<file path="src/verilog/gpuPkg.sv">
`default_nettype none

package gpuPkg;

    // raster timing, tiny for simulation
    localparam int hActive = 16;
    localparam int hFront  = 2;
    localparam int hSync   = 2;
    localparam int hBack   = 2;
    localparam int hTotal  = hActive + hFront + hSync + hBack;
    localparam int vActive = 8;
    localparam int vFront  = 1;
    localparam int vSync   = 1;
    localparam int vBack   = 1;
    localparam int vTotal  = vActive + vFront + vSync + vBack;
    // pixels per bank
    localparam int fbDepth = hActive * vActive;

    // register map, low 4 address bits
    localparam logic [3:0] regXPos     = 4'd0;
    localparam logic [3:0] regYPos     = 4'd1;
    localparam logic [3:0] regPixel    = 4'd2;
    localparam logic [3:0] regLen      = 4'd3;
    localparam logic [3:0] regEnable   = 4'd4;
    localparam logic [3:0] regBurst    = 4'd5;
    localparam logic [3:0] regVblank   = 4'd6;
    localparam logic [3:0] regBusy     = 4'd7;
    localparam logic [3:0] regPingPong = 4'd8;

    typedef logic [31:0] word_t;
    typedef logic [7:0]  regAddr_t;
    typedef logic [3:0]  byteEn_t;
    typedef logic [15:0] coord_t;
    typedef logic [23:0] rgb_t;
    typedef logic [23:0] spanLen_t;
    typedef logic [6:0]  fbAddr_t;

    // span command, straight out of registers 0..3
    typedef struct packed {
        coord_t   xPos;
        coord_t   yPos;
        rgb_t     pixel;
        spanLen_t len;
    } spanCmd_t;

    typedef struct packed {
        logic    we;
        fbAddr_t addr;
        rgb_t    pixel;
    } fbWrite_t;

    typedef struct packed {
        logic hsync;
        logic vsync;
        logic de;
        rgb_t rgb;
    } videoOut_t;

    typedef enum logic {spanIdle, spanRun} spanState_t;

endpackage

`default_nettype wire

</file>
<file path="src/verilog/videoTiming.sv">
`timescale 1ns/1ps
`default_nettype none

module videoTiming import gpuPkg::*;
(
    input  wire logic clk,
    input  wire logic rstn,
    output fbAddr_t   rdAddr,
    input  wire rgb_t rdPixel,
    output logic      vblank,
    output videoOut_t video
);

    coord_t hCnt;
    coord_t vCnt;
    logic   hsRaw;
    logic   vsRaw;
    logic   deRaw;
    // one stage to match the framebuffer read latency
    logic   hsDly;
    logic   vsDly;
    logic   deDly;

    // raster counters
    always_ff @(posedge clk or negedge rstn)
    begin
        if (!rstn)
        begin
            hCnt <= '0;
            vCnt <= '0;
        end
        else if (hCnt == coord_t'(hTotal - 1))
        begin
            hCnt <= '0;
            if (vCnt == coord_t'(vTotal - 1))
            begin
                vCnt <= '0;
            end
            else
            begin
                vCnt <= vCnt + coord_t'(1);
            end
        end
        else
        begin
            hCnt <= hCnt + coord_t'(1);
        end
    end

    // line is active, front porch, sync, back porch
    assign hsRaw = (hCnt >= coord_t'(hActive + hFront))
                && (hCnt < coord_t'(hActive + hFront + hSync));
    assign vsRaw = (vCnt >= coord_t'(vActive + vFront))
                && (vCnt < coord_t'(vActive + vFront + vSync));
    assign deRaw  = (hCnt < coord_t'(hActive)) && (vCnt < coord_t'(vActive));
    assign vblank = (vCnt >= coord_t'(vActive));

    // address is don't care outside the active area
    assign rdAddr = {vCnt[2:0], hCnt[3:0]};

    // sync delay, then output register alongside the pixel
    always_ff @(posedge clk or negedge rstn)
    begin
        if (!rstn)
        begin
            hsDly <= 1'b0;
            vsDly <= 1'b0;
            deDly <= 1'b0;
            video <= '0;
        end
        else
        begin
            hsDly <= hsRaw;
            vsDly <= vsRaw;
            deDly <= deRaw;
            video <= '{
                hsync: hsDly,
                vsync: vsDly,
                de:    deDly,
                rgb:   deDly ? rdPixel : '0
            };
        end
    end

endmodule

`default_nettype wire

</file>
<file path="config.mk">
export PLATFORM = sky130hd
export DESIGN_NAME = videoTiming
export DESIGN_NICKNAME = d
export VERILOG_FILES = /design/src/verilog/gpuPkg.sv /design/src/verilog/videoTiming.sv
export SDC_FILE = /design/constraint.sdc
export NUM_CORES = 1
export LEC_CHECK = 0
export BUFFER_PORTS_ARGS = -buffer_cell sky130_fd_sc_hd__buf_2
export CAP_MARGIN = 5
export CORE_ASPECT_RATIO = 0.9
export CORE_MARGIN = 4
export CORE_UTILIZATION = 40
export DETAILED_ROUTE_END_ITERATION = 6
export PLACE_DENSITY = 0.73
export SLEW_MARGIN = 20
export SYNTH_ARGS = -nofsm -noshare
export SYNTH_HDL_FRONTEND = slang
export SYNTH_SLANG_ARGS = --single-unit
export TNS_END_PERCENT = 100
</file>
<file path="constraint.sdc">
create_clock -name clk -period 2.8 [get_ports clk]
set_clock_uncertainty 0.15 [all_clocks]
set_input_delay 0 -clock clk [delete_from_list [all_inputs] [get_ports clk]]
set_output_delay 0 -clock clk [all_outputs]
set_load 0.005 [all_outputs]
</file>
# Yosys cells after proc, flatten, opt, wreduce, memory -nomap -nowiden
# Index checks and enable logic that the tools add are counted.
# W data, S select, Z words.
[word_totals]
elab_cells = 26
output_inout_bits = 35
input_bits = 26
register_bits = 62
[classes]
magnitude_cmp = 7
n_mux = 3
n_reduce_logical = 3
addsub = 2
eq_ne = 2
[ops]
columns = ["operator", "count"]
rows = [
  ["$add A16 B1 Y16 const B", 2],
  ["$ge A16 B4 Y1 const B", 2],
  ["$lt A16 B4 Y1 const B", 2],
  ["$lt A16 B5 Y1 const B", 2],
  ["$mux W16", 2],
  ["$mux W24", 1],
  ["$eq A16 B4 Y1 const B", 1],
  ["$eq A16 B5 Y1 const B", 1],
  ["$ge A16 B5 Y1 const B", 1],
  ["$logic_and A1 B1 Y1", 3],
]

# Depth between registers and ports, before layout
[logic_depth]
word_depth = 2
mapped_depth = 8

# Worst setup path after synthesis
# No wires, ideal clock.
[synth_timing]
kind = "reg2reg"
from = "reg vCnt[0]"
to = "reg vCnt[14]"
arrival_time_ns = 1.712
setup_time_ns = 0.079
path_slack_ns = 0.859
synth_period_minus_slack_ns = 1.941
stages_incl_launch_ff = 6
cell_sequence = "dfrtp_1 ha_1 nand3_1 or4_1 or3b_1 mux2i_1"
[synth_between]
elab_chain_cells = 2
[synth_rtl]
columns = ["element", "line_no", "source"]
rows = [
  ["start, declared", "videoTiming.sv:15", "coord_t vCnt;"],
  ["start signal, assigned", "videoTiming.sv:41", "vCnt <= vCnt + coord_t'(1);"],
  ["$add A16 B1 Y16 or $eq A16 B4 Y1 (tied branches)", "videoTiming.sv:41, videoTiming.sv:35", ""],
  ["$mux W16 (*)", "videoTiming.sv:35", "if (vCnt == coord_t'(vTotal - 1))"],
]
# Every way passes the cells marked *; elsewhere a longest branch is shown, timed or not.
# A chain may end at the register's enable or synchronous reset.

# Worst setup path in the final report
[layout_timing]
from = "reg vCnt[1]"
to = "reg vCnt[12]"
# The elaborated chain is that of the path after synthesis.

==> out/metrics.csv <==
stage,metric,value,unit
sta,final period utilization,0.760,
cells_and_area,multi-input logic area,1150,um2
drt,vias per cell,4.85,
grt,first-pass GRT wire length,10700,um
sta,Fin. Hold Viols,0,
sta,final setup fails,0,
drt,drt drc,0,
grt,initial antenna violation count,0,
synthesis,"area leader, netlist",dfrtp_1,
clocking,CTS-repair resized insts,0,
sta,Worst Hold Margin,35.0,ps
worst_setup_path,"critical path fanouts, max",7,
power_and_ir_drop,maximum vdd drop,0.378,mV
grt,GRT Overall Usage,0.159,
synthesis,Post-synth ARST share,1.00,
worst_setup_path,critical path startpoint,vCnt[1],
synthesis,Post-synth top cells,"dfrtp_1 (62), and2_1 (26), nand3_1 (15)",
cells_and_area,Area Growth Syn to Fin,29.1,%
synthesis,dominant synthesized flop cell,dfrtp_1,
synthesis,"Distinct cells, synth",37,
floorplan,Core Box Area,6760,um2
drt,routed via count,2072,
drt,DR pass1 iterations,5,
sta,worst-margin pin slew,600,ps
sta,Tmin final,2130,ps
synthesis,#FFs+latches synth,62,
cells_and_area,nets@finish,365,
synthesis,"count leader, synth",dfrtp_1,
placement,Detailed Place HPWL,3700,um
worst_setup_path,Setup crit end kind,flop,
worst_setup_path,CP Launch Type,flop,
synthesis,Yosys top cell area share,0.545,
cells_and_area,Register Area,1550,um2
cells_and_area,ant diodes,0,
clocking,Clock Path Buffers,2,
clocking,Post-CTS Setup Bufs,0,
worst_setup_path,RR Startpoint,vCnt[1],
grt,grt ovf,0,
synthesis,post-synthesis sequential area ratio,0.545,
floorplan,Starting Density,0.421,
job,max_cap viols,0,
cells_and_area,layout cells sized above 1,0.276,
placement,Routability Congestion,0.778,
drt,initial drt markers,81,
drt,drt total wl,5840,um
worst_setup_path,arrival time at the worst endpoint,2240,ps
drt,Antenna Nets Post-Route,0,
worst_setup_path,CP Class,flop to flop,
synthesis,Synth area leaders,"dfrtp_1 (55%), and2_1 (5.7%), mux2i_1 (4.2%)",
outcome,status,completed,
power_and_ir_drop,Pwr per Cell Area,545,nW/um2
clocking,Clock Latency Late Sink,340,ps
hold_path,HP Class,input port to asynchronous set/reset pin,
grt,vias in the first global route,2113,
synthesis,Cells after Synth,248,
floorplan,full die area,8530,um2
synthesis,Post-synth EDFFs,0,
worst_setup_path,Crit path required time,2910,ps
power_and_ir_drop,Pleak,0.00170,uW
sta,fmax,0.470,GHz
clocking,H-tree depth,3,
cells_and_area,FILL cells,559,
synthesis,synthesized area per cell,11.5,um2
floorplan,Boundary Pins,61,
cells_and_area,Util after Layout,0.544,
floorplan,die span in y,88.0,um
drt,drt wl/cell,13.7,um
grt,largest net degree at the start of global routing,36,
synthesis,Mapped Area,2850,um2
floorplan,die span in x,96.9,um
sta,RSZ-0062 raised after global routing,no,
synthesis,syn nets,281,
clocking,clock-pin transition on the worst setup and hold timing paths,70,ps
sta,setup_tns,0,ps
clocking,root buf cell,clkbuf_8,
sta,"Slew Viols, Final",0,
floorplan,# rows,28,
synthesis,Synthesis Warnings,0,
clocking,CTS Buf Count,9,
clocking,CTS tree,yes,
sta,max_slew headroom,0.597,
placement,Port Buffers,60,
clocking,clk sink count,62,
layer usage:
layer  up-vias  track usage  routed length [um]
met3         6       0.0772                 400
li1       1020            -                   -
met1       974        0.198                2820
met4         0       0.0459                  70
met5         -            0                   0
met2        72        0.249                2550
repair_timing:
action / in CTS / in global routing
hold endpoints to repair: 51 / 0
endpoints found under the setup margin: 0 / 0
hold buffers: 25 / 0
layout by cell type (no fill, tap or decap), drive strengths merged, types with 10 or more instances in the layout:
| master | n |
|---|---|
| buf | 64 |
| dfrtp | 62 |
| and2 | 26 |
| dlygate4sd3 | 25 |
| nand3 | 16 |
| nand2 | 13 |
| a21oi | 12 |
| mux2i | 12 |
| nand4 | 11 |
| clkbuf | 10 |
registers in the layout, summed over array words and instances, names as in the netlist:
signal,count
video,27
hCnt,16
vCnt,16
deDly,1
hsDly,1
vsDly,1
power breakdown:
group / leakage (uW) / switching [uW] / internal (uW)
sequential: 0.000786 / 4.21 / 912
combinational: 0.000792 / 39.9 / 56.0
clock: 0.000125 / 367 / 623
total: 0.00170 / 411 / 1590
cells by family (layout without fill, tap and decap cells):
kind of cell,after synthesis,in the layout,share of synthesized area
simple gates,113,113,0.256
flops,62,62,0.545
buf+inv,24,113,0.0523
compound gates,15,15,0.0264
xor+xnor,14,14,0.0431
mux,13,13,0.0462
fa+ha+maj,7,7,0.0308
layout make-up:
class / count / share of cell area
timing repair buffer: 89 / 0.158
clock buffer: 10 / 0.0374
multi-input combinational: 162 / 0.312
clock inverter: 6 / 0.0320
inverter: 8 / 0.00817
sequential: 62 / 0.422
tap: 90 / 0.0306
worst max-delay path: stages (launching register included):
cell     delay (ps)
dfrtp_1         440
ha_1            260
nand3_1         160
or4_1           520
or3b_1          370
mux2i_1         150
worst paths after layout:
kind                       slack, ps  depth (start not counted)        end
min in group clk                 220                          0  video[25]
min                               30                          2   video[8]
min reg2reg                      220                          0  video[25]
max reg2reg                      670                          5   vCnt[12]
max in group asynchronous       1600                          3    vCnt[9]
max                              670                          5   vCnt[12]
stage by stage:
stage / cell area (um2) / setup WS (ps) / std cells / power [uW]
after floorplan: 2850 / 859 / 248 / 949
after global placement: 3170 / 752 / 386 / 1000
after detailed placement: 3170 / 678 / 386 / 1000
after CTS: 3680 / 675 / 427 / 2030
after global routing: 3680 / 518 / 427 / 2100
final: 3680 / 672 / 427 / 2000
(Power assumes the default switching activity.)
