### config.mk
export PLATFORM = sky130hd
export DESIGN_NAME = spanWriter
export DESIGN_NICKNAME = d
export VERILOG_FILES = /design/src/verilog/gpuPkg.sv /design/src/verilog/spanWriter.sv
export SDC_FILE = /design/constraint.sdc
export NUM_CORES = 1
export LEC_CHECK = 0
export ABC_AREA = 1
export BUFFER_PORTS_ARGS = -buffer_cell sky130_fd_sc_hd__buf_4
export CORE_ASPECT_RATIO = 1.4
export CORE_MARGIN = 2
export CORE_UTILIZATION = 32
export CTS_BUF_LIST = sky130_fd_sc_hd__clkbuf_4 sky130_fd_sc_hd__clkbuf_8
export DETAILED_ROUTE_END_ITERATION = 12
export PLACE_DENSITY = 0.53
export SLEW_MARGIN = 0
export SYNTH_ARGS = -nofsm -noshare
export SYNTH_HDL_FRONTEND = slang
export SYNTH_SLANG_ARGS = --single-unit
export TNS_END_PERCENT = 20
### constraint.sdc
create_clock -name clk -period 3.68 [get_ports clk]
set_clock_uncertainty 0.05 [all_clocks]
set_input_delay 0.368 -clock clk [delete_from_list [all_inputs] [get_ports clk]]
set_output_delay 0.368 -clock clk [all_outputs]
set_load 0.1 [all_outputs]
### src/verilog/gpuPkg.sv
`default_nettype none

package gpuPkg;

    // raster timing, tiny for simulation
    localparam int hActive = 16;
    localparam int hFront  = 2;
    localparam int hSync   = 2;
    localparam int hBack   = 2;
    localparam int hTotal  = hActive + hFront + hSync + hBack;
    localparam int vActive = 8;
    localparam int vFront  = 1;
    localparam int vSync   = 1;
    localparam int vBack   = 1;
    localparam int vTotal  = vActive + vFront + vSync + vBack;
    // pixels per bank
    localparam int fbDepth = hActive * vActive;

    // register map, low 4 address bits
    localparam logic [3:0] regXPos     = 4'd0;
    localparam logic [3:0] regYPos     = 4'd1;
    localparam logic [3:0] regPixel    = 4'd2;
    localparam logic [3:0] regLen      = 4'd3;
    localparam logic [3:0] regEnable   = 4'd4;
    localparam logic [3:0] regBurst    = 4'd5;
    localparam logic [3:0] regVblank   = 4'd6;
    localparam logic [3:0] regBusy     = 4'd7;
    localparam logic [3:0] regPingPong = 4'd8;

    typedef logic [31:0] word_t;
    typedef logic [7:0]  regAddr_t;
    typedef logic [3:0]  byteEn_t;
    typedef logic [15:0] coord_t;
    typedef logic [23:0] rgb_t;
    typedef logic [23:0] spanLen_t;
    typedef logic [6:0]  fbAddr_t;

    // span command, straight out of registers 0..3
    typedef struct packed {
        coord_t   xPos;
        coord_t   yPos;
        rgb_t     pixel;
        spanLen_t len;
    } spanCmd_t;

    typedef struct packed {
        logic    we;
        fbAddr_t addr;
        rgb_t    pixel;
    } fbWrite_t;

    typedef struct packed {
        logic hsync;
        logic vsync;
        logic de;
        rgb_t rgb;
    } videoOut_t;

    typedef enum logic {spanIdle, spanRun} spanState_t;

endpackage

`default_nettype wire

### src/verilog/spanWriter.sv
`timescale 1ns/1ps
`default_nettype none

module spanWriter import gpuPkg::*;
(
    input  wire logic     clk,
    input  wire logic     rstn,
    input  wire spanCmd_t cmd,
    input  wire logic     drawStart,
    input  wire logic     pingPong,
    output logic          busy,
    output fbWrite_t      wr,
    output logic          wrBank
);

    spanState_t state;
    spanLen_t   remaining;
    // column and row sized for the 16x8 raster
    logic [3:0] col;
    logic [2:0] row;
    // clip flags, column one goes low once x passes the right edge
    logic       colOk;
    logic       rowOk;
    rgb_t       color;
    logic       bank;

    always_ff @(posedge clk or negedge rstn)
    begin
        if (!rstn)
        begin
            state     <= spanIdle;
            remaining <= '0;
            colOk     <= 1'b0;
            rowOk     <= 1'b0;
            bank      <= 1'b0;
        end
        else
        begin
            case (state)
                spanIdle:
                begin
                    if (drawStart)
                    begin
                        state     <= spanRun;
                        remaining <= cmd.len;
                        colOk     <= cmd.xPos < coord_t'(hActive);
                        rowOk     <= cmd.yPos < coord_t'(vActive);
                        // bank fixed for the whole span
                        bank      <= pingPong;
                    end
                end
                spanRun:
                begin
                    // len of 0 still spends one cycle here
                    if (remaining > spanLen_t'(1))
                    begin
                        remaining <= remaining - spanLen_t'(1);
                    end
                    else
                    begin
                        state     <= spanIdle;
                        remaining <= '0;
                    end
                    if (col == 4'hF)
                    begin
                        colOk <= 1'b0;
                    end
                end
                default:
                begin
                    state <= spanIdle;
                end
            endcase
        end
    end

    // payload path
    always_ff @(posedge clk)
    begin
        if (state == spanIdle && drawStart)
        begin
            col   <= cmd.xPos[3:0];
            row   <= cmd.yPos[2:0];
            color <= cmd.pixel;
        end
        else if (state == spanRun)
        begin
            col <= col + 4'd1;
        end
    end

    assign busy   = (state == spanRun);
    assign wrBank = bank;

    // one pixel per run cycle, clipped pixels still use their cycle
    assign wr = '{
        we:    busy && (remaining != '0) && colOk && rowOk,
        addr:  {row, col},
        pixel: color
    };

endmodule

`default_nettype wire

Yosys cells after proc, flatten, opt, wreduce, memory -nomap -nowiden:

Cells that the tools add are included.

* order comparisons: 3
* equal/unequal tests: 3
* bitwise gates (word level): 1
* reductions and logical operators: 8
* add/subtract/negate cells: 2
* muxes and demuxes: 11

Operators by type and width (number)
* $mux 24: 2
* $pmux 24 s2: 1
* $gt 24x1->1 const B: 1
* $reduce_bool 24->1: 1
* $sub 24x1->24 const B: 1
* $lt 16x4->1 const B: 1
* $lt 16x5->1 const B: 1
* $mux 4: 2
* $add 4x1->4 const B: 1
* $eq 4x4->1 const B: 1
* $logic_and 1x1->1: 4
* $mux 1: 4
* $pmux 1 s2: 2
* $reduce_and 2->1: 2
* $ne 2x1->1 const B: 1
* $ne 2x2->1 const B: 1
* $reduce_bool 2->1: 1
* $not 1->1: 1

* bits of input ports: 84
* output and inout port bits: 34
* logic and storage cells: 36
* register bits after elaboration: 59

Logic depth before layout (Yosys ltp):

* depth after elaboration: 4
* depth in mapped cells: 10
* mapped depth without buffers: 9

Worst setup path after synthesis:

OpenSTA, ideal clock, no wires.

* path kind: reg-to-output
* from: reg state (netlist: busy)
* to: out wr[31] (netlist name)
* path buffers: 0
* required time: 3.262 ns
* slack: 0.518 ns
* stages on the path, launching flop included: 3
* data arrival time: 2.744 ns
* path through: dfrtp_1 > nand3_1 > a41oi_1

RTL lines
* from (decl): RTL line spanWriter.sv:16 `spanState_t state;`
* from (signal assigned): RTL line spanWriter.sv:31 `state <= spanIdle;`
* from (signal assigned): RTL line spanWriter.sv:44 `state <= spanRun;`
* from (signal assigned): RTL line spanWriter.sv:61 `state <= spanIdle;`
* to (decl): RTL line spanWriter.sv:12 `output fbWrite_t wr,`

Worst setup path in the final report:

* from: reg state (netlist: busy)
* to: reg color[0] (enable)

* word-level cells in the longest chain between the ends: 2

RTL lines
* $not 1->1 (no line)
* $logic_and 1x1->1: RTL line spanWriter.sv:80 `if (state == spanIdle && drawStart)`
* to (signal assigned): RTL line spanWriter.sv:84 `color <= cmd.pixel;`
* to (decl): RTL line spanWriter.sv:24 `rgb_t color;`

Every way passes these cells.
A chain may end at the register's enable or synchronous reset.

==> metrics.csv <==
stage;metric;value;unit
clocking;Clock transition at path regs;0.07;ns
floorplan;CORE AREA;9790;sq um
clocking;CTS sink count;59;
cells_and_area;Inserted Diodes;0;
synth;register area share after synthesis;0.513;
synth;Post-synth EDFFs;31;
setup_path;crit path capture type;register;
job;maxcap violations;0;
drt;drt drc;0;
synth;yosys warns;0;
setup_path;WP data required;3.67;ns
floorplan;Std-Cell Rows;43;
setup_path;r2r endpoint;color[0]$_DFFE_PP_;
setup_path;critical path launch point type;register;
cells_and_area;layout cells sized above 1;0.389;
synth;Synth top area share;0.293;
timing;Tightest Pin Transition;0.751;ns
pwr;Peak VDD IR;0.199;mV
synth;top cells by area, synth;edfxtp_1 (29%), dfrtp_1 (22%), nand2_1 (6.8%);
timing;Max Clk Rate;434;MHz
cells_and_area;nets;559;
synth;top cells by count, synth;nand2_1 (58), nor2_1 (57), edfxtp_1 (31);
pwr;Lkg Pwr;1.97;nW
timing;Slew Viols, Final;0;
run_status;status;complete, no violations;
drt;final antenna-violating net count;0;
setup_path;Crit path largest cell delay;0.60;ns
synth;async set-reset flop share out of synthesis;0.475;
grt;global-route wire length before repair;13300;um
synth;most frequent cell after synthesis;nand2_1;
timing;hold slack;0.143;ns
synth;#FFs+latches synth;59;
place;DP Wirelength;6250;um
place;GP Congestion;0.783;
worst_hold_path;hold path cells;1;
timing;Final setup viols;0;
synth;synthesized instance count;349;
setup_path;CP max stage cell;inv_1;
synth;syn_nets;437;
drt;Vias/cell;4.55;
clocking;TritonCTS clock tree;yes;
place;pre-CTS WS;1.36;ns
grt;GRT Total Usage;0.162;
setup_path;WP buf/inv;4;
clocking;CTS Root Cell;clkbuf_8;
synth;Avg Cell Area, Syn;9.12;sq um
floorplan;Die Wd;88.3;um
timing;post-layout min period;2.30;ns
floorplan;I/O pins;118;
grt;initial antenna violation count;0;
cells_and_area;final core utilization;0.451;
drt;Iteration-0 DRC Markers;80;
timing;RSZ-0062 raised after global routing;false;
grt;vias in the first global route;2841;
worst_hold_path;Hold EP;color[10]$_DFFE_PP_;
worst_hold_path;hold path startpoint;cmd[34];
clocking;post-cts resize count;0;
pwr;Pwr per Cell Area;486;nW/um^2
timing;crit share post-route;0.626;
floorplan;die area;10800;sq um
floorplan;Initial Utilization;0.325;
cells_and_area;Area Overhead vs Synth;38.9;%
setup_path;worst-path cell chain;inv_1 -> buf_4 -> nand2_1 -> inv_1 -> buf_4;
worst_hold_path;Hold Path Class;input port to register;
setup_path;delay-heaviest family, CP;buffers and inverters;
synth;Main synth FF type;edfxtp_1;
setup_path;R2R depth;5;
clocking;CTS Buffer Depth;2;
clocking;Num CTS Buffers;9;
setup_path;R2R Setup Slk;1.38;ns
grt;total gr overflow;0;
floorplan;die height;122;um
place;PortBufs;117;
drt;DR pass1 iterations;4;
setup_path;Worst Path Max Fanout;25;
setup_path;Crit Path Class;register to register;
drt;total wire length;8390;um
setup_path;WP data arrival;2.29;ns
synth;leading area contributor after synthesis;edfxtp_1;
timing;final hold violation count;0;
clocking;Clock Latency Late Sink;0.35;ns
synth;Netlist cell types;32;
setup_path;Worst R2R Start;busy$_DFF_PN0_;
synth;Mapped Area;3180;sq um
grt;pin count of the biggest net entering global routing;29;
drt;via count;2783;
timing;Slew HR;0.499;
timing;setup tns final;0;ns
drt;routed wire length per instance;13.7;um
timing;Final WS setup;1.38;ns
clocking;CTS H-Tree Depth;3;
flip-flops by register name (all words and copies together) (netlist names):
register,cells
color,24
remaining,24
col,4
row,3
busy,1
colOk,1
rowOk,1
wrBank,1
final cells by class:
| class | instances | area (sq um) |
|---|---|---|
| fillers | 1025 | 5370 |
| multi-input cells | 252 | 1380 |
| inverters | 29 | 111 |
| clock buffers | 10 | 138 |
| clock inverters | 6 | 88.8 |
| well taps | 135 | 169 |
| flip-flops and latches | 59 | 1630 |
| repair buffers | 120 | 903 |
per-layer routing:
layer  share of wire  global-route usage  wire (um)
met3           0.055              0.0413        464
met1            0.41               0.182       3420
met4           0.012              0.0597        100
met5               0                   0          0
met2            0.53               0.290       4400
timing repair:
item                      4_1_cts  5_1_grt
hold endpoints to repair       28        0
setup buffers                   0        0
hold buffers                    1        0
worst max-delay path by stage:
stage                   startpoint                   to  slack, ns  cells after the start
floorplan           busy$_DFF_PN0_               wr[31]       0.52                      2
global placement    busy$_DFF_PN0_  color[12]$_DFFE_PP_       1.46                      5
detailed placement  busy$_DFF_PN0_   color[3]$_DFFE_PP_       1.36                      5
CTS                 busy$_DFF_PN0_   color[0]$_DFFE_PP_       1.34                      5
global route        busy$_DFF_PN0_  color[17]$_DFFE_PP_       1.21                      5
finish              busy$_DFF_PN0_   color[0]$_DFFE_PP_       1.38                      5
worst reg2reg max path: stages, from the launching register on:
cell and delay, ns:
dfrtp_1 0.47, inv_1 0.08, buf_4 0.25, nand2_1 0.19, inv_1 0.60, buf_4 0.35
stage by stage:
step / power [W] / instances / area [sq um]
2_1_floorplan: 0.00131 / 349 / 3180
3_3_place_gp: 0.00148 / 594 / 4180
3_5_place_dp: 0.00149 / 594 / 4180
4_1_cts: 0.00217 / 611 / 4420
5_1_grt: 0.00227 / 611 / 4420
6_report: 0.00215 / 611 / 4420
cell usage in the layout, fill, tap and decap left out, drive strengths merged, types with 7 or more instances in the layout:
cell type and n:
clkbuf 10, buf 119, o21ai 30, a21oi 24, nand2 64, edfxtp 31, nand4 7, dfrtp 28
nand3 30, inv 29, nor2 70, xor2 7
power by group:
group          total (W)  switching [W]  internal, W
sequential      0.000890       0.000104     0.000786
combinational   0.000580       0.000354     0.000225
clock           0.000677       0.000277     0.000399
logic make-up after synthesis:
kind of cell	after synthesis	share of synthesized area
compound gates	57	0.110
xor+xnor	11	0.0303
fa+ha+maj	4	0.0157
buf+inv	38	0.0539
flops	59	0.513
simple gates	180	0.277
Note: power is estimated with default switching activity, not from simulation.
