$ cat src/verilog/gpuPkg.sv
`default_nettype none

package gpuPkg;

    // raster timing, tiny for simulation
    localparam int hActive = 16;
    localparam int hFront  = 2;
    localparam int hSync   = 2;
    localparam int hBack   = 2;
    localparam int hTotal  = hActive + hFront + hSync + hBack;
    localparam int vActive = 8;
    localparam int vFront  = 1;
    localparam int vSync   = 1;
    localparam int vBack   = 1;
    localparam int vTotal  = vActive + vFront + vSync + vBack;
    // pixels per bank
    localparam int fbDepth = hActive * vActive;

    // register map, low 4 address bits
    localparam logic [3:0] regXPos     = 4'd0;
    localparam logic [3:0] regYPos     = 4'd1;
    localparam logic [3:0] regPixel    = 4'd2;
    localparam logic [3:0] regLen      = 4'd3;
    localparam logic [3:0] regEnable   = 4'd4;
    localparam logic [3:0] regBurst    = 4'd5;
    localparam logic [3:0] regVblank   = 4'd6;
    localparam logic [3:0] regBusy     = 4'd7;
    localparam logic [3:0] regPingPong = 4'd8;

    typedef logic [31:0] word_t;
    typedef logic [7:0]  regAddr_t;
    typedef logic [3:0]  byteEn_t;
    typedef logic [15:0] coord_t;
    typedef logic [23:0] rgb_t;
    typedef logic [23:0] spanLen_t;
    typedef logic [6:0]  fbAddr_t;

    // span command, straight out of registers 0..3
    typedef struct packed {
        coord_t   xPos;
        coord_t   yPos;
        rgb_t     pixel;
        spanLen_t len;
    } spanCmd_t;

    typedef struct packed {
        logic    we;
        fbAddr_t addr;
        rgb_t    pixel;
    } fbWrite_t;

    typedef struct packed {
        logic hsync;
        logic vsync;
        logic de;
        rgb_t rgb;
    } videoOut_t;

    typedef enum logic {spanIdle, spanRun} spanState_t;

endpackage

`default_nettype wire

$ cat src/verilog/gpuRegs.sv
`timescale 1ns/1ps
`default_nettype none

module gpuRegs import gpuPkg::*;
(
    input  wire logic     clk,
    input  wire logic     rstn,
    input  wire regAddr_t addrIn,
    input  wire regAddr_t addrOut,
    input  wire byteEn_t  sizeDecode,
    input  wire word_t    dataIn,
    output word_t         dataOut,
    input  wire logic     busy,
    input  wire logic     vblank,
    output spanCmd_t      cmd,
    output logic          drawStart,
    output logic          pingPong
);

    // sixteen words, only the low address nibble decodes
    word_t regs [16];
    // set once a start went out for the current enable level
    logic  startDone;

    always_ff @(posedge clk or negedge rstn)
    begin
        if (!rstn)
        begin
            for (int i = 0; i < 16; i++)
            begin
                regs[i] <= '0;
            end
            dataOut   <= '0;
            startDone <= 1'b0;
        end
        else
        begin
            // byte lanes written independently
            for (int b = 0; b < 4; b++)
            begin
                if (sizeDecode[b])
                begin
                    regs[addrIn[3:0]][b*8 +: 8] <= dataIn[b*8 +: 8];
                end
            end
            // status mirror, overrides any host write this cycle
            regs[regVblank] <= {31'b0, vblank};
            regs[regBusy]   <= {31'b0, busy};
            // readback of the value before this edge
            dataOut <= regs[addrOut[3:0]];
            // re-arm only once the host drops enable
            if (!regs[regEnable][0])
            begin
                startDone <= 1'b0;
            end
            else if (drawStart)
            begin
                startDone <= 1'b1;
            end
        end
    end

    // one pulse per enable assertion, held off while the writer is busy
    assign drawStart = regs[regEnable][0] & ~regs[regBusy][0] & ~startDone;

    // command fields as levels
    assign cmd = '{
        xPos:  regs[regXPos][15:0],
        yPos:  regs[regYPos][15:0],
        pixel: regs[regPixel][23:0],
        len:   regs[regLen][23:0]
    };

    // draw bank select, display takes the other one
    assign pingPong = regs[regPingPong][0];

endmodule

`default_nettype wire

$ cat config.mk
export PLATFORM = sky130hd
export DESIGN_NAME = gpuRegs
export DESIGN_NICKNAME = d
export VERILOG_FILES = /design/src/verilog/gpuPkg.sv /design/src/verilog/gpuRegs.sv
export SDC_FILE = /design/constraint.sdc
export NUM_CORES = 1
export LEC_CHECK = 0
export BUFFER_PORTS_ARGS = -buffer_cell sky130_fd_sc_hd__buf_2
export CORE_UTILIZATION = 54
export CTS_CLUSTER_DIAMETER = 200
export CTS_CLUSTER_SIZE = 12
export DETAILED_ROUTE_END_ITERATION = 8
export MAX_ROUTING_LAYER = met4
export PLACE_DENSITY = 0.83
export SLEW_MARGIN = 0
export SYNTH_ARGS = -nofsm -noshare
export SYNTH_HDL_FRONTEND = slang
export SYNTH_SLANG_ARGS = --single-unit
$ cat constraint.sdc
create_clock -name clk -period 1.24 [get_ports clk]
set_input_delay 0 -clock clk [delete_from_list [all_inputs] [get_ports clk]]
set_output_delay 0 -clock clk [all_outputs]
set_load 0.03 [all_outputs]
Yosys cells after proc, flatten, opt, wreduce, memory -nomap -nowiden
Cells that the tools add are included.
{ "classes": {"n_eq_ne": 1, "muxes": 21, "n_reduce_logical": 1, "magnitude_cmp": 3, "shift": 0, "n_mul": 0, "div_mod_pow": 0, "n_bitwise": 6, "n_addsub": 0} }
{ "op_table": {"columns": ["operator", "count"], "rows": [
  ["bitwise mux 512 bit", 4],
  ["2-to-1 mux 512 bit", 4],
  ["demux 32 bit (select 4 bit)", 4],
  ["binary-select mux 32 bit (select 4 bit)", 1],
  ["2-to-1 mux 32 bit", 3],
  ["2-to-1 mux 24 bit", 1],
  ["2-to-1 mux 16 bit", 1],
  [">= comparator 5 bit, second input constant", 2],
  ["NOT 4 -> 5 bit", 2],
  ["2-to-1 mux 8 bit", 1],
  ["< comparator 5 x 1 -> 1 bit, second input constant", 1],
  ["bitwise AND 1 bit", 2],
  ["2-to-1 mux 1 bit", 2],
  ["inequality test 2 bit, second input constant", 1],
  ["NOT 1 bit", 2],
  ["logical AND 1 bit", 1]
]} }
{ "word_totals": {"output_inout_bits": 114, "in_bits": 56, "rom_bits": 0, "latchBits": 0, "mem_count": 0, "ff_bits": 483, "elab_cells": 50, "ram_bits": 0} }

Logic depth before layout (Yosys ltp)
Gate-level depths: netlist of run 1.
{ "depth": {"ltp_word": 13, "ltp_mapped": 8, "ltp_nobuf": 4} }

Worst setup path after synthesis of run 1
No wires, ideal clock.
{ "synth_timing": {"kind": "input-to-reg", "start": "in addrOut[0]", "end": "reg dataOut[10]", "path_buffers": 3, "cell_stages": 6, "arrival_ns": 1.420, "path_slack_ns": -0.307, "required_ns": 1.113, "setup_time_ns": 0.127, "cell_sequence": "buf_2 -> buf_2 -> buf_2 -> mux4_2 -> a22oi_1 -> nand3_1"} }
{ "synth_between": {"elab_chain_len": 4} }
{ "synth_lines": {"columns": ["item", "line", "source"], "rows": [
  ["start, declared", "gpuRegs.sv:9", "input wire regAddr_t addrOut,"],
  ["NOT 4 -> 5 bit (not written as such)", "gpuRegs.sv:50", "dataOut <= regs[addrOut[3:0]];"],
  ["binary-select mux 32 bit (select 4 bit)", "gpuRegs.sv:50", null],
  ["2-to-1 mux 32 bit (not written as such) (2 in a row)", "gpuRegs.sv:50", null],
  ["end signal, assigned", "gpuRegs.sv:50", null],
  ["end, declared", "gpuRegs.sv:12", "output word_t dataOut,"]
]} }
Every way passes these cells. The select of a mux whose other input is x is not followed.
A chain may end at the register's enable or synchronous reset.

Worst setup path in the final report of run 1
{ "layout_timing": {"start": "reg regs[5] (netlist name)", "end": "reg dataOut[5]"} }
{ "layout_between": {"elab_chain_len": 3} }
{ "layout_lines": {"columns": ["item", "line", "source"], "rows": [
  ["start, declared", "gpuRegs.sv:21", "word_t regs [16];"],
  ["start signal, assigned by index", "gpuRegs.sv:43", "regs[addrIn[3:0]][b*8 +: 8] <= dataIn[b*8 +: 8];"],
  ["start signal, assigned by index", "gpuRegs.sv:47", "regs[regVblank] <= {31'b0, vblank};"],
  ["start signal, assigned by index", "gpuRegs.sv:48", "regs[regBusy] <= {31'b0, busy};"],
  ["binary-select mux 32 bit (select 4 bit)", "gpuRegs.sv:50", null],
  ["2-to-1 mux 32 bit (not written as such) (2 in a row)", "gpuRegs.sv:50", null]
]} }
Every way passes these cells. The select of a mux whose other input is x is not followed.

==> results of run 1 <==
## flip-flops by register name, summed over array words and instances, names as in the netlist
signal,cells
regs,369
dataOut,32
cmd,80
startDone,1
pingPong,1
## worst min path at each step
stage | to | slack [ps] | cells after the start
after floorplan | cmd[0] | -300 | 0
after global placement | regs[167] | 30 | 2
after detailed placement | regs[167] | 20 | 2
after CTS | dataOut[25] | 10 | 4
after global routing | regs[39] | 50 | 3
final | regs[353] | 20 | 4
## worst max-delay path, cell delays in order (launching register included)
cell and delay, ps:
dfrtp_1 390, mux2_4 280, a221oi_4 290, buf_4 170
nand2b_1 50, and3_1 160
## cells by family (layout without fill, tap and decap cells)
kind of cell | after synthesis | count (layout) | share of synthesized area, %
compound gates | 68 | 68 | 2.06
simple gates | 176 | 176 | 3.92
other cells | 0 | 4 | 0
buf+inv | 166 | 450 | 4.32
mux | 594 | 594 | 34.6
flops | 483 | 483 | 55.1
## cell usage in the layout (no fill, tap or decap), drive strengths merged
master | netlist | final
inv | 1 | 3
and3 | 16 | 16
nor3 | 6 | 6
mux2i | 4 | 4
nand2 | 74 | 74
diode | 0 | 4
mux4 | 79 | 79
clkbuf | 62 | 49
a221oi | 18 | 18
nand3 | 30 | 30
nor3b | 1 | 1
mux2 | 511 | 511
clkinv | 1 | 1
nor2b | 1 | 1
nor4 | 1 | 1
o21ai | 17 | 17
a21boi | 1 | 1
a21oi | 16 | 16
and2 | 2 | 2
dfrtp | 483 | 483
a22oi | 16 | 16
dlygate4sd3 | 0 | 37
nor2 | 9 | 9
nand2b | 36 | 36
buf | 102 | 360
## cell type report
type | instances | area (um2)
Timing Repair Buffer | 398 | 3820
Clock buffer | 48 | 1180
Sequential cell | 483 | 12100
Inverter | 2 | 8.76
Clock inverter | 2 | 20.0
Antenna cell | 4 | 10.0
Fill cell | 2488 | 12800
Multi-Input combinational cell | 838 | 9370
Tap cell | 525 | 657
## power by group through the flow
| stage | Clock, mW | Combinational (mW) | Sequential [mW] |
|---|---|---|---|
| final | 12.4 | 11.8 | 21.5 |
| after global routing | 13.1 | 12.5 | 21.8 |
| after CTS | 12.5 | 11.5 | 21.3 |
| after detailed placement | 0 | 10.5 | 21.5 |
| after global placement | 0 | 10.1 | 21.2 |
| after floorplan | 0 | 7.81 | 21.3 |
## repair_timing
item | in CTS | in global routing
pin swaps | 43 | 16
hold buffers | 37 | 0
hold endpoints to repair | 939 | 0
gates resized for setup | 132 | 40
endpoints found under the setup margin | 56 | 51
buffers inserted | 5 | 3
## routing by layer
| metal | vias to the layer above | global-route usage, % |
|---|---|---|
| li1 | 5915 | - |
| met1 | 7364 | 36.4 |
| met2 | 449 | 45.6 |
| met3 | 142 | 5.15 |
| met4 | 0 | 10.8 |
| met5 | - | - |
## metrics by stage
step	utilization (%)	setup WS, ps
after floorplan	-	-60.3
after global placement	62.1	-327
after detailed placement	62.1	-468
after CTS	67.4	-171
after global routing	68.0	-251
final	68.0	-208
==> impl_metrics.toml, run 1 <==
[sta]
setup_ws_ps = -208
rsz0062_at_grt = "yes"
timing.hold.ws_ps = 22.2
period_minus_slack_ps = 1450
finalMaxSlewViolations = 16
relSlewSlack_pct = -6.31
finalClockSkew_ps = 18.2
max_freq_mhz = 691
tightestPinTransition_ps = 1590
setup_viol = 24
fin_setup_tns_ps = -1960
final.period_utilization_pct = 117
hold_viol = 0

[cts]
clk_path_buf_depth = 3
htreeDepth = 2
cts_tree = "built"
clk_pin_slew_ps = 60
cts_buffers = 46
clock_sinks = 483
root_buffer = "clkbuf_16"
clk_latency_ps = 570

[power_and_ir_drop]
switching_share_pct = 28.9
powerDensity_mw_per_mm2 = 1680
p_leak_nw = 12.3
ir_worst_vdd_uv = 985
pwr-share-clk_pct = 27.1
power.total_mw = 45.6
seq_power_share_pct = 47.1
p_sw_mw = 13.2
internal_power_mw = 32.4
pwr-share-comb_pct = 25.8

[grt]
grt_max_degree = 82
grt_pass1_wl_um = 86900
grt_pass1_vias = 14800
grt_overflow_total = 0
grtUsageTotal_pct = 28.5
antenna_found_initial = 3

[drt]
wl_met1_um = 23200
first_pass_iters = 5
top_layer_used = "met4"
routed_via_density = 6.03
wirelength_um = 56800
drc_errors = 0
drt_iter0_markers = 967
vias = 13900
ant_nets = 0
dr_wl_met2_um = 28100
dr_wl_met3_um = 3210
routedWlPerCell_um = 24.7

[yosys]
synthesis.area_mm2 = 0.0219
yosysSeqAreaShare_pct = 55.1
yosys.area.top_type_share_pct = 55.1
synth_edf_count = 0
syn_nets = 1543
ys_ff_latch = 483
yosysWarnings = 0
ys_top_cells_by_area = "dfrtp_1 (55%), mux2_2 (26%), mux4_2 (8.1%)"
synth_ff_type = "dfrtp_1"
syn_avg_cell_area_um2 = 14.7
netlist_top_cells_count = "mux2_2 (501), dfrtp_1 (483), buf_4 (81)"
synth_cells = 1487
synth_most_common_cell = "mux2_2"
synth-async-reset-ratio_pct = 100
synth.distinct_cells = 27
synth_top_cell_by_area = "dfrtp_1"

[die]
start_util_pct = 54.9
ios = 170
num_rows = 73
core-area_mm2 = 0.0399
die-area_mm2 = 0.0414
die_h_um = 203
die_w_um = 203

[worst_setup_path]
arrival_ps = 1900
worstPathMaxFanout = 2
startpoint = "regs[5]"
cp-end-kind = "flip-flop"
startpoint_type = "flip-flop"
critPathKind = "flip-flop to flip-flop"
r2r_cells = 5
endpoint = "dataOut[5]"
reg2reg_from = "regs[5]"
r2r_setup_slack_ps = -210
rr_endpoint = "dataOut[5]"
cp.required_ps = 1700

[status]
violations = "capacitance limit, slew limit, setup timing"
status = "finished with violations"

[cells_and_area]
final_cells = 2300
drive_gt1_share_pct = 58.8
final_area_mm2 = 0.0271
nets = 1825
syn_to_final_growth_pct = 23.9

[placed_design]
dp_cells = 2201
place_congestion = 0.808
io_buffers = 161
hpwlAfterDp_um = 35700
place_area_mm2 = 0.0248

[worst_hold_path]
hp-class = "input pin to flip-flop"
holdCritStartpoint = "sizeDecode[0]"

[job]
cap_violations = 1
No activity file was read; power rests on OpenSTA's default activity.
==> run 2: changes to the inputs <==
--- a/config.mk
+++ b/config.mk
@@ -6,12 +6,14 @@
 export NUM_CORES = 1
 export LEC_CHECK = 0
 export BUFFER_PORTS_ARGS = -buffer_cell sky130_fd_sc_hd__buf_2
-export CORE_UTILIZATION = 54
-export CTS_CLUSTER_DIAMETER = 200
+export CELL_PAD_IN_SITES_DETAIL_PLACEMENT = 1
+export CELL_PAD_IN_SITES_GLOBAL_PLACEMENT = 1
+export CORE_UTILIZATION = 55
+export CTS_CLUSTER_DIAMETER = 120
 export CTS_CLUSTER_SIZE = 12
 export DETAILED_ROUTE_END_ITERATION = 8
 export MAX_ROUTING_LAYER = met4
-export PLACE_DENSITY = 0.83
+export PLACE_DENSITY = 0.93
 export SLEW_MARGIN = 0
 export SYNTH_ARGS = -nofsm -noshare
 export SYNTH_HDL_FRONTEND = slang
==> constraint.sdc (replaced) <==
create_clock -name clk -period 1.8 [get_ports clk]
set_input_delay 0 -clock clk [delete_from_list [all_inputs] [get_ports clk]]
set_output_delay 0 -clock clk [all_outputs]
set_load 0.03 [all_outputs]
==> impl_metrics.toml, run 2 (synthesized netlist as in run 1, its figures left out) <==
[cells_and_area]
mostFrequentLayoutCells = "mux2_2 (501), dfrtp_1 (483), buf_2 (158), mux4_2 (79), nand2_1 (70)"
mostFrequentLayoutCell = "mux2_2"
final_area_mm2 = 0.0249
fillers = 3561
nets = 1707
largest_reg_flops = 369
syn_to_final_growth_pct = 13.4
regMostFlops = "regs"
drive_gt1_share_pct = 53.3

[cts]
postCtsSetupBuffers = 0
clk_path_buf_depth = 3
clock_sinks = 483
htreeDepth = 2
cts_buffers = 46
clk_latency_ps = 590
root_buffer = "clkbuf_16"
cts_tree = "built"
clk_pin_slew_ps = 60

[placed_design]
io_buffers = 161
place_area_mm2 = 0.0232
place_congestion = 0.785
place_ws_ps = -34.6
hpwlAfterDp_um = 40700

[worst_setup_path]
cp-end-kind = "flip-flop"
critPathKind = "input pin to flip-flop"
startpoint_type = "input pin"
cp.required_ps = 2260
arrival_ps = 2240
worstPathMaxFanout = 9

[sta]
fin_setup_tns_ps = 0
max_freq_mhz = 562
rsz0062_at_grt = "no"
final.period_utilization_pct = 98.9
setup_ws_ps = 20.7
finalClockSkew_ps = 18.5
period_minus_slack_ps = 1780
hold_viol = 0
relSlewSlack_pct = 18.0
setup_viol = 0
finalMaxSlewViolations = 0
tightestPinTransition_ps = 1230

[grt]
grt_max_degree = 69
grtUsageMet2_pct = 56.0
grtUsageTotal_pct = 35.3
grt_pass1_vias = 16300
grtUsageMet1_pct = 42.3
grt_overflow_total = 0
gr-max-usage-layer = "met2"
grt_pass1_wl_um = 104000
antenna_found_initial = 5
grtUsageMet3_pct = 6.84

[die]
core-area_mm2 = 0.0390
die_w_um = 202
start_util_pct = 56.2
die_h_um = 202
num_rows = 72
die-area_mm2 = 0.0407
ios = 170

[drt]
drt_iter0_markers = 1134
vias = 14200
ant_nets = 0
wirelength_um = 67600
routed_via_density = 6.52
first_pass_iters = 5
routedWlPerCell_um = 31.1
drc_errors = 0

[power_and_ir_drop]
ir_worst_vdd_uv = 652
p_leak_nw = 11.2
powerDensity_mw_per_mm2 = 1250

[worst_hold_path]
hp-class = "input pin to flip-flop"

[job]
cap_violations = 0

[status]
status = "completed"
-- run 2: layout make-up --
type	instances	area (um2)	share of cell area (%)
well taps	518	648	2.61
diodes	7	17.5	0.0705
multi-input cells	838	8910	35.8
clock inverters	2	20.0	0.0805
flip-flops and latches	483	12100	48.6
clock buffers	47	1180	4.73
inverters	2	7.51	0.0302
repair buffers	280	2000	8.05
-- run 2: per-stage QoR --
step                      util (%)  hold WS (ps)  power (mW)  instances
after detailed placement      59.6         -2.59        22.0       2083
after global routing          63.7          27.1        32.1       2176
after CTS                     63.7          16.7        31.0       2170
final                         63.7          21.5        31.1       2177
after floorplan                  -          -296        20.0       1487
after global placement        59.6         -12.1        21.1       2083
-- run 2: path summary, 6_finish.rpt --
| check | from | to | slack (ps) | cells past startpoint |
|---|---|---|---|---|
| max reg2reg | regs[40] | dataOut[8] | 110 | 4 |
| min | addrOut[3] | dataOut[4] | 20 | 4 |
| max | addrOut[2] | dataOut[3] | 20 | 7 |
| max in group asynchronous | rstn | regs[178] | 620 | 4 |
| min reg2reg | regs[445] | regs[445] | 500 | 1 |
| min in group asynchronous | rstn | regs[25] | 500 | 3 |
-- run 2: critical path, stage by stage --
cell and delay (ps):
dlygate4sd3_1 590, buf_2 200, and2_1 330, buf_4 270, a221oi_1 490, o21ai_0 150
and3_1 210
-- run 2: repair_timing --
item / 4_1_cts / 5_1_grt
endpoints found under the hold margin: 937 / 0
hold buffers: 38 / 0
setup endpoints to repair: 0 / 2
gates resized for setup: 0 / 2
-- run 2: metal layers --
| layer | share of wire (%) | wire length, um |
|---|---|---|
| met1 | 38 | 25500 |
| met2 | 50 | 33800 |
| met3 | 6.2 | 4180 |
| met4 | 6.2 | 4170 |
| met5 | 0 | 0 |
-- run 2: report_power, final --
group	internal (mW)	switching (mW)
combinational	3.58	3.71
sequential	13.4	1.72
clock	4.61	4.08
